### src/include/msx_devices_macros.svh
`ifndef MSX_DEVICES_MACROS_SVH
`define MSX_DEVICES_MACROS_SVH

// First of the four memory-mapper I/O ports, FC to FF
`define MAPPER_PORT_BASE 8'hFC

// Stored segment bits, 8 segments of 16 KB
`define MAPPER_SEG_BITS 3

// Bank register 0 of the cartridge mapper
// Registers 1 to 3 follow at 6800, 7000 and 7800
`define BANK_REG_BASE 16'h6000

// High address byte of the SCC register window
`define SCC_WINDOW 8'h98

`endif
### src/rtl/msx_dev_pkg.sv
`default_nettype none

package msx_dev_pkg;

    // Segment as presented to the slot mapper
    typedef logic [7:0] segment_t;

    // 8 KB cartridge bank number
    typedef logic [7:0] bank_t;

    // Position in the 32-byte wave RAM
    typedef logic [4:0] wave_idx_t;

    // Tone divider reload value
    typedef logic [11:0] period_t;

    // Channel attenuation, 15 is loudest
    typedef logic [3:0] volume_t;

    typedef enum logic {
        scc_idle,   // Channel silent
        scc_play    // Channel stepping through wave RAM
    } scc_state_t;

endpackage

`default_nettype wire

### src/rtl/msx_bus_pkg.sv
`default_nettype none

package msx_bus_pkg;

    // Z80 address bus
    typedef logic [15:0] addr_t;

    // Z80 data byte, also used for merged read data
    typedef logic [7:0] data_t;

    // Audio sample, two's complement
    typedef logic signed [15:0] sample_t;

endpackage

`default_nettype wire

### src/rtl/devices.sv
`timescale 1ns/1ps
`default_nettype none

module devices (
    input  wire                     clk,
    input  wire                     rst,
    input  wire msx_bus_pkg::addr_t addr,
    input  wire msx_bus_pkg::data_t wdata,
    input  wire                     rd,
    input  wire                     wr,
    input  wire                     iorq,
    input  wire                     mreq,
    input  wire                     ram_slot_sel,
    input  wire                     cart_slot_sel,
    input  wire                     ram_enable,
    input  wire                     bank_enable,
    input  wire                     scc_enable,
    output msx_bus_pkg::sample_t    sound,
    output msx_bus_pkg::data_t      data,
    output logic                    output_rq,
    output msx_dev_pkg::segment_t   data_to_mapper
);

    msx_bus_pkg::data_t    ram_data;
    logic                  ram_output_rq;
    msx_dev_pkg::segment_t ram_segment;
    msx_dev_pkg::bank_t    cart_bank;
    msx_bus_pkg::data_t    scc_data;
    logic                  scc_output_rq;
    msx_bus_pkg::sample_t  scc_sound;

    mapper_ram_regs i_mapper_ram_regs (
        .clk            (clk),
        .rst            (rst),
        .addr           (addr),
        .wdata          (wdata),
        .rd             (rd),
        .wr             (wr),
        .iorq           (iorq),
        .mreq           (mreq),
        .ram_slot_sel   (ram_slot_sel),
        .ram_enable     (ram_enable),
        .data           (ram_data),
        .output_rq      (ram_output_rq),
        .data_to_mapper (ram_segment)
    );

    bank_mapper i_bank_mapper (
        .clk            (clk),
        .rst            (rst),
        .addr           (addr),
        .wdata          (wdata),
        .wr             (wr),
        .mreq           (mreq),
        .cart_slot_sel  (cart_slot_sel),
        .bank_enable    (bank_enable),
        .data_to_mapper (cart_bank)
    );

    scc_wave i_scc_wave (
        .clk           (clk),
        .rst           (rst),
        .addr          (addr),
        .wdata         (wdata),
        .rd            (rd),
        .wr            (wr),
        .mreq          (mreq),
        .cart_slot_sel (cart_slot_sel),
        .scc_enable    (scc_enable),
        .data          (scc_data),
        .output_rq     (scc_output_rq),
        .sound         (scc_sound)
    );

    // Idle sources drive FF so AND acts as a bus merge
    assign data           = ram_data & scc_data;
    assign output_rq      = ram_output_rq | scc_output_rq;
    assign data_to_mapper = ram_segment & cart_bank;

    // Audio mixer, further sources join this sum
    assign sound = scc_sound;

endmodule

`default_nettype wire

### src/rtl/scc_wave.sv
`timescale 1ns/1ps
`default_nettype none

`include "msx_devices_macros.svh"

module scc_wave (
    input  wire                     clk,
    input  wire                     rst,
    input  wire msx_bus_pkg::addr_t addr,
    input  wire msx_bus_pkg::data_t wdata,
    input  wire                     rd,
    input  wire                     wr,
    input  wire                     mreq,
    input  wire                     cart_slot_sel,
    input  wire                     scc_enable,
    output msx_bus_pkg::data_t      data,
    output logic                    output_rq,
    output msx_bus_pkg::sample_t    sound
);

    localparam msx_bus_pkg::data_t REG_PERIOD_LO = 8'h80;
    localparam msx_bus_pkg::data_t REG_PERIOD_HI = 8'h81;
    localparam msx_bus_pkg::data_t REG_VOLUME    = 8'h8A;
    localparam msx_bus_pkg::data_t REG_KEY_ON    = 8'h8F;

    logic signed [7:0]       wave_ram [32];   // Signed waveform bytes
    msx_dev_pkg::period_t    period_q;
    msx_dev_pkg::volume_t    volume_q;
    msx_dev_pkg::scc_state_t state_q;
    msx_dev_pkg::period_t    div_cnt_q;       // Counts down to the next step
    msx_dev_pkg::wave_idx_t  wave_idx_q;
    logic                    win_sel;
    logic                    wave_sel;
    logic signed [12:0]      level;           // Byte times volume

    assign win_sel  = scc_enable && mreq && cart_slot_sel && (addr[15:8] == `SCC_WINDOW);
    assign wave_sel = win_sel && (addr[7:5] == 3'b000);    // 9800-981F

    always_ff @(posedge clk) begin
        if (wr && wave_sel) begin
            wave_ram[addr[4:0]] <= wdata;
        end
    end

    // Channel registers, key-on drives the playback state
    always_ff @(posedge clk) begin
        if (rst) begin
            period_q <= '0;
            volume_q <= '0;
            state_q  <= msx_dev_pkg::scc_idle;
        end else if (wr && win_sel) begin
            case (addr[7:0])
                REG_PERIOD_LO: period_q[7:0]  <= wdata;
                REG_PERIOD_HI: period_q[11:8] <= wdata[3:0];
                REG_VOLUME:    volume_q       <= wdata[3:0];
                REG_KEY_ON: begin
                    if (wdata[0]) begin
                        state_q <= msx_dev_pkg::scc_play;
                    end else begin
                        state_q <= msx_dev_pkg::scc_idle;
                    end
                end
                default: ;
            endcase
        end
    end

    // Tone divider, one wave step per expiry
    always_ff @(posedge clk) begin
        if (rst) begin
            div_cnt_q  <= '0;
            wave_idx_q <= '0;
        end else if (state_q == msx_dev_pkg::scc_idle) begin
            div_cnt_q  <= period_q;                // Restart from the first byte
            wave_idx_q <= '0;
        end else if (div_cnt_q == '0) begin
            div_cnt_q  <= period_q;
            wave_idx_q <= wave_idx_q + 1'b1;       // Wraps after 32 bytes
        end else begin
            div_cnt_q <= div_cnt_q - 1'b1;
        end
    end

    assign level = wave_ram[wave_idx_q] * $signed({1'b0, volume_q});

    always_ff @(posedge clk) begin
        if (rst) begin
            sound <= '0;
        end else if (state_q == msx_dev_pkg::scc_play) begin
            sound <= msx_bus_pkg::sample_t'(level);   // Sign-extended
        end else begin
            sound <= '0;
        end
    end

    // Only wave RAM is readable
    assign output_rq = rd && wave_sel;
    assign data      = output_rq ? msx_bus_pkg::data_t'(wave_ram[addr[4:0]]) : 8'hFF;

endmodule

`default_nettype wire

### src/rtl/bank_mapper.sv
`timescale 1ns/1ps
`default_nettype none

`include "msx_devices_macros.svh"

module bank_mapper (
    input  wire                     clk,
    input  wire                     rst,
    input  wire msx_bus_pkg::addr_t addr,
    input  wire msx_bus_pkg::data_t wdata,
    input  wire                     wr,
    input  wire                     mreq,
    input  wire                     cart_slot_sel,
    input  wire                     bank_enable,
    output msx_dev_pkg::bank_t      data_to_mapper
);

    localparam msx_bus_pkg::addr_t BANK_BASE = `BANK_REG_BASE;
    localparam msx_bus_pkg::addr_t WIN_BASE  = 16'h4000;

    msx_dev_pkg::bank_t bank_q [4];    // 8 KB banks over 4000-BFFF
    msx_bus_pkg::addr_t win_offset;
    logic               cart_sel;
    logic               reg_hit;
    logic               in_window;

    assign cart_sel = bank_enable && mreq && cart_slot_sel;

    // 6000-7FFF, one register per 2 KB step
    assign reg_hit = (addr[15:13] == BANK_BASE[15:13]);

    always_ff @(posedge clk) begin
        if (rst) begin
            for (int i = 0; i < 4; i++) begin
                bank_q[i] <= msx_dev_pkg::bank_t'(i);
            end
        end else if (wr && cart_sel && reg_hit) begin
            bank_q[addr[12:11]] <= wdata;
        end
    end

    assign in_window  = (addr[15:14] == 2'b01) || (addr[15:14] == 2'b10);
    assign win_offset = addr - WIN_BASE;

    // Bits [14:13] of the offset pick the 8 KB page
    assign data_to_mapper = (cart_sel && in_window) ? bank_q[win_offset[14:13]] : 8'hFF;

endmodule

`default_nettype wire

### src/rtl/mapper_ram_regs.sv
`timescale 1ns/1ps
`default_nettype none

`include "msx_devices_macros.svh"

module mapper_ram_regs (
    input  wire                     clk,
    input  wire                     rst,
    input  wire msx_bus_pkg::addr_t addr,
    input  wire msx_bus_pkg::data_t wdata,
    input  wire                     rd,
    input  wire                     wr,
    input  wire                     iorq,
    input  wire                     mreq,
    input  wire                     ram_slot_sel,
    input  wire                     ram_enable,
    output msx_bus_pkg::data_t      data,
    output logic                    output_rq,
    output msx_dev_pkg::segment_t   data_to_mapper
);

    localparam int SEG_BITS  = `MAPPER_SEG_BITS;
    localparam int FILL_BITS = 8 - SEG_BITS;
    localparam msx_bus_pkg::data_t PORT_BASE = `MAPPER_PORT_BASE;

    logic [SEG_BITS-1:0] seg_q [4];    // One segment per 16 KB page
    logic                port_hit;
    logic                io_sel;
    logic                mem_sel;

    // Unstored upper bits read back as ones
    function automatic msx_dev_pkg::segment_t seg_fill(input logic [SEG_BITS-1:0] seg);
        return {{FILL_BITS{1'b1}}, seg};
    endfunction

    assign port_hit = (addr[7:2] == PORT_BASE[7:2]);       // Ports FC to FF
    assign io_sel   = ram_enable && iorq && port_hit;
    assign mem_sel  = ram_enable && mreq && ram_slot_sel;

    always_ff @(posedge clk) begin
        if (rst) begin
            for (int i = 0; i < 4; i++) begin
                seg_q[i] <= SEG_BITS'(3 - i);              // Pages 0..3 get 3..0
            end
        end else if (wr && io_sel) begin
            seg_q[addr[1:0]] <= wdata[SEG_BITS-1:0];
        end
    end

    // I/O readback of the addressed port
    assign output_rq = rd && io_sel;
    assign data      = output_rq ? seg_fill(seg_q[addr[1:0]]) : 8'hFF;

    // Segment for the page the CPU is touching
    assign data_to_mapper = mem_sel ? seg_fill(seg_q[addr[15:14]]) : 8'hFF;

endmodule

`default_nettype wire

### config.mk
export PLATFORM = sky130hd
export DESIGN_NAME = devices
export DESIGN_NICKNAME = d
export VERILOG_FILES = /design/src/rtl/msx_dev_pkg.sv /design/src/rtl/msx_bus_pkg.sv /design/src/rtl/devices.sv /design/src/rtl/scc_wave.sv /design/src/rtl/bank_mapper.sv /design/src/rtl/mapper_ram_regs.sv
export VERILOG_INCLUDE_DIRS = /design/src /design/src/include
export SDC_FILE = /design/constraint.sdc
export NUM_CORES = 1
export LEC_CHECK = 0
export BUFFER_PORTS_ARGS = -buffer_cell sky130_fd_sc_hd__buf_2
export CELL_PAD_IN_SITES_DETAIL_PLACEMENT = 1
export CELL_PAD_IN_SITES_GLOBAL_PLACEMENT = 2
export CORE_MARGIN = 10
export CORE_UTILIZATION = 35
export DETAILED_ROUTE_END_ITERATION = 8
export MAX_ROUTING_LAYER = met4
export PLACE_DENSITY = 0.63
export SLEW_MARGIN = 20
export SYNTH_ARGS = -nofsm -noshare
export SYNTH_HDL_FRONTEND = slang
export SYNTH_SLANG_ARGS = --single-unit
### constraint.sdc
create_clock -name clk -period 5.9 [get_ports clk]
set_clock_uncertainty 0.1 [all_clocks]
set_input_delay 0.885 -clock clk [delete_from_list [all_inputs] [get_ports clk]]
set_output_delay 0.885 -clock clk [all_outputs]
set_load 0.02 [all_outputs]
==> reports/qor.txt <==
status - finished, final reports clean
# DRC - 0
RSZ-0062 raised after global routing - no
CTS Buf Count - 41
initial core utilization - 35.42%
Comb power frac - 4.5%
fin crit share - 93.27%
wl on met1 - 22540 um
share of cells above drive strength 1 - 27.96%
post-CTS sizing - 0
DR vias - 10019
Crit Path Max Fanout - 22
cells on worst reg2reg path - 16
Max-Cap Viols - 0
hold slack - 0.3978 ns
Clock Sinks - 352
Clk Latency, worst-skew pair - 0.58 ns
post-synth cell types - 60
count leader, synth - edfxtp_1
multi-input combinational cell area - 0.006852 sq mm
Hold Crit Class - reg -> reg
Sw Ratio - 22.50%
post-CTS setup buffer count - 0
DR WL met3 - 2715 um
min cycle time layout - 5.503 ns
largest family of logic cells by synthesized area - multiplexers
Placer Congestion - 0.8081
Post-synth EDFFs - 300
CP endpoint kind - flip-flop
Total Wirelength - 50250 um
area grow syn2layout - 13.54%
largest net degree at the start of global routing - 51
met2 wire length - 23780 um
ANT cells - 0
antenna violations before repair - 1
Async S/R FF share, synth - 0%
Die Y - 242.8 um
mux share of post-synthesis cell area - 23.11%
Total Routing Usage GR - 17.43%
critical path arrival - 5.86 ns
port bufs - 67
antenna viol nets, final - 0
# setup viols final - 0
top routing layer used - met4
post-synthesis cell area - 0.01738 sq mm
pwr dens - 269.9 mW/mm^2
WP data required - 6.25 ns
final number of hold-violating endpoints - 0
most area-consuming cells after synthesis - edfxtp_1 (52%), mux4_2 (21%), dfxtp_1 (6.0%)
Synth Area in XOR/XNOR - 0.8569%
syn_area_per_cell - 16.24 sq um
vias per std cell - 5.454
sequential area share after synthesis - 57.83%
max-slew violation count - 0
Seq cells post-synth - 352
Worst slew margin - 27.13%
Non-Filler Instances - 1837
worst-margin pin slew - 1.087 ns
FF/Latch Area - 0.01005 sq mm
CTS clock-pin slew for the worst setup and hold paths - 0.06 ns
Ports - 68
Synth Area in Compound Gates - 3.211%
Synth top area share - 51.84%
clk root buf - clkbuf_16
Static Leakage - 6.619 nW
hold depth - 2
total grt overflow - 0
post-route core utilization - 40.22%
DR pass1 iterations - 7
area share of fa/ha/maj cells after synthesis - 3.903%
Synth Net Count - 1149
fill count - 4941
Net Switching - 1.198 mW
Hold-fix buffers, CTS - 0
Commonest cells post-synth - edfxtp_1 (300), mux4_2 (164), nor2_1 (87)
Critical Path Start Type - flip-flop
die width - 242.8 um
fmax - 0.1817 GHz
Cell Rows - 81
global-route wire length before repair - 74220 um
Mapped Cells - 1070
htree depth - 2
Ys Warns - 0
post-synth top area cell - edfxtp_1
Seq pwr share - 51.0%
post-synthesis simple-gate area fraction - 8.237%
Int Power - 4.126 mW
Placeable Area - 0.04905 sq mm
initial drt markers - 732
Hold Path Origin - i_scc_wave.period_q[4]$_SDFFE_PP0P_
WL/cell - 27.36 um
Clock power frac - 44.5%
CTS tree - done
dpl cells - 1763
critical path type - reg -> reg
hpwl dp - 34150 um
Pwr Total - 5.324 mW
Setup TNS - 0 ns
Die Area - 0.05896 sq mm
Final Net Count - 1221
Longest Clk Path Bufs - 3
ys flop type - edfxtp_1
worst vdd rail ir drop - 0.1697 mV
vias in the first global route - 10985
==> logic make-up after synthesis <==
| group | after synthesis |
|---|---|
| simple gates | 273 |
| fa+ha+maj | 44 |
| buf+inv | 113 |
| mux | 196 |
| flops | 352 |
| xor+xnor | 17 |
| compound gates | 75 |
==> cell type report <==
cell class / instances / share of cell area [%]
Clock buffer: 55 / 5.625
Clock inverter: 19 / 0.5708
Inverter: 49 / 0.9323
Multi-Input combinational cell: 605 / 34.73
Sequential cell: 352 / 50.96
Tap cell: 664 / 4.211
Timing Repair Buffer: 93 / 2.968
==> sequential cells by signal, indices dropped and copies added (netlist names), named ones only <==
| signal | flops |
|---|---|
| i_bank_mapper.bank_q | 32 |
| i_mapper_ram_regs.seg_q | 12 |
| i_scc_wave.div_cnt_q | 12 |
| i_scc_wave.period_q | 12 |
| i_scc_wave.sound | 13 |
| i_scc_wave.state_q | 1 |
| i_scc_wave.volume_q | 4 |
| i_scc_wave.wave_idx_q | 5 |
| i_scc_wave.wave_ram | 256 |
==> routing by layer <==
layer / vias to the layer above / global-route usage [%]
li1: 4373 / -
met3: 66 / 3.602
met5: - / -
met1: 5329 / 22.67
met2: 251 / 27.26
met4: 0 / 4.981
==> path summary, 6_finish.rpt <==
kind | to | slack (ns)
max | i_scc_wave.sound[11]$_SDFF_PP0_ | 0.40
min | i_scc_wave.period_q[4]$_SDFFE_PP0P_ | 0.40
max reg2reg | i_scc_wave.sound[11]$_SDFF_PP0_ | 0.40
min reg2reg | i_scc_wave.period_q[4]$_SDFFE_PP0P_ | 0.40
==> stage by stage <==
stage	instance area [sq um]	worst slack (ns)
2_1_floorplan	17380	1.030
3_3_place_gp	18510	0.4571
3_5_place_dp	18510	0.3793
4_1_cts	19730	0.3554
5_1_grt	19730	0.03983
6_report	19730	0.3971
==> power by group through the flow <==
| stage | combinational [mW] | clock (mW) | sequential [mW] |
|---|---|---|---|
| 6_report | 0.240 | 2.37 | 2.72 |
| 3_3_place_gp | 0.242 | 0 | 2.77 |
| 2_1_floorplan | 0.135 | 0 | 2.77 |
| 3_5_place_dp | 0.243 | 0 | 2.77 |
| 4_1_cts | 0.244 | 2.42 | 2.72 |
| 5_1_grt | 0.256 | 2.52 | 2.72 |
==> worst max-delay path, stage by stage (launching register included) <==
cell and delay [ns]:
dfxtp_2 0.71, buf_12 0.29, mux4_2 0.37, mux4_2 0.48, mux2i_1 0.37, nor2b_1 0.11, ha_1 0.30, inv_1 0.07
fa_1 0.42, fa_1 0.49, inv_1 0.04, ha_1 0.29, a21oi_1 0.28, o21ai_1 0.16, a2111oi_0 0.56, nor3_1 0.12
o21a_1 0.20
==> layout by cell type (no fill, tap or decap), drive strengths merged, types with 4 or more instances in the layout <==
cell type | synthesis | routed
mux4 | 164 | 164
mux2i | 31 | 31
nand2 | 31 | 31
nand3 | 8 | 8
xor2 | 7 | 7
inv | 49 | 51
and2 | 37 | 37
and3 | 5 | 5
or3 | 6 | 6
a22oi | 10 | 10
o21bai | 4 | 4
clkinv | 0 | 17
o21a | 7 | 7
o22a | 4 | 4
fa | 17 | 17
nor3 | 17 | 17
ha | 27 | 27
xnor2 | 10 | 10
a211oi | 13 | 13
edfxtp | 300 | 300
a21oi | 7 | 7
nand2b | 19 | 19
nand4 | 7 | 7
nor2 | 87 | 87
or2 | 5 | 5
clkbuf | 34 | 55
nor2b | 30 | 30
dfxtp | 52 | 52
buf | 30 | 93
o21ai | 5 | 5
(Power assumes the default switching activity.)
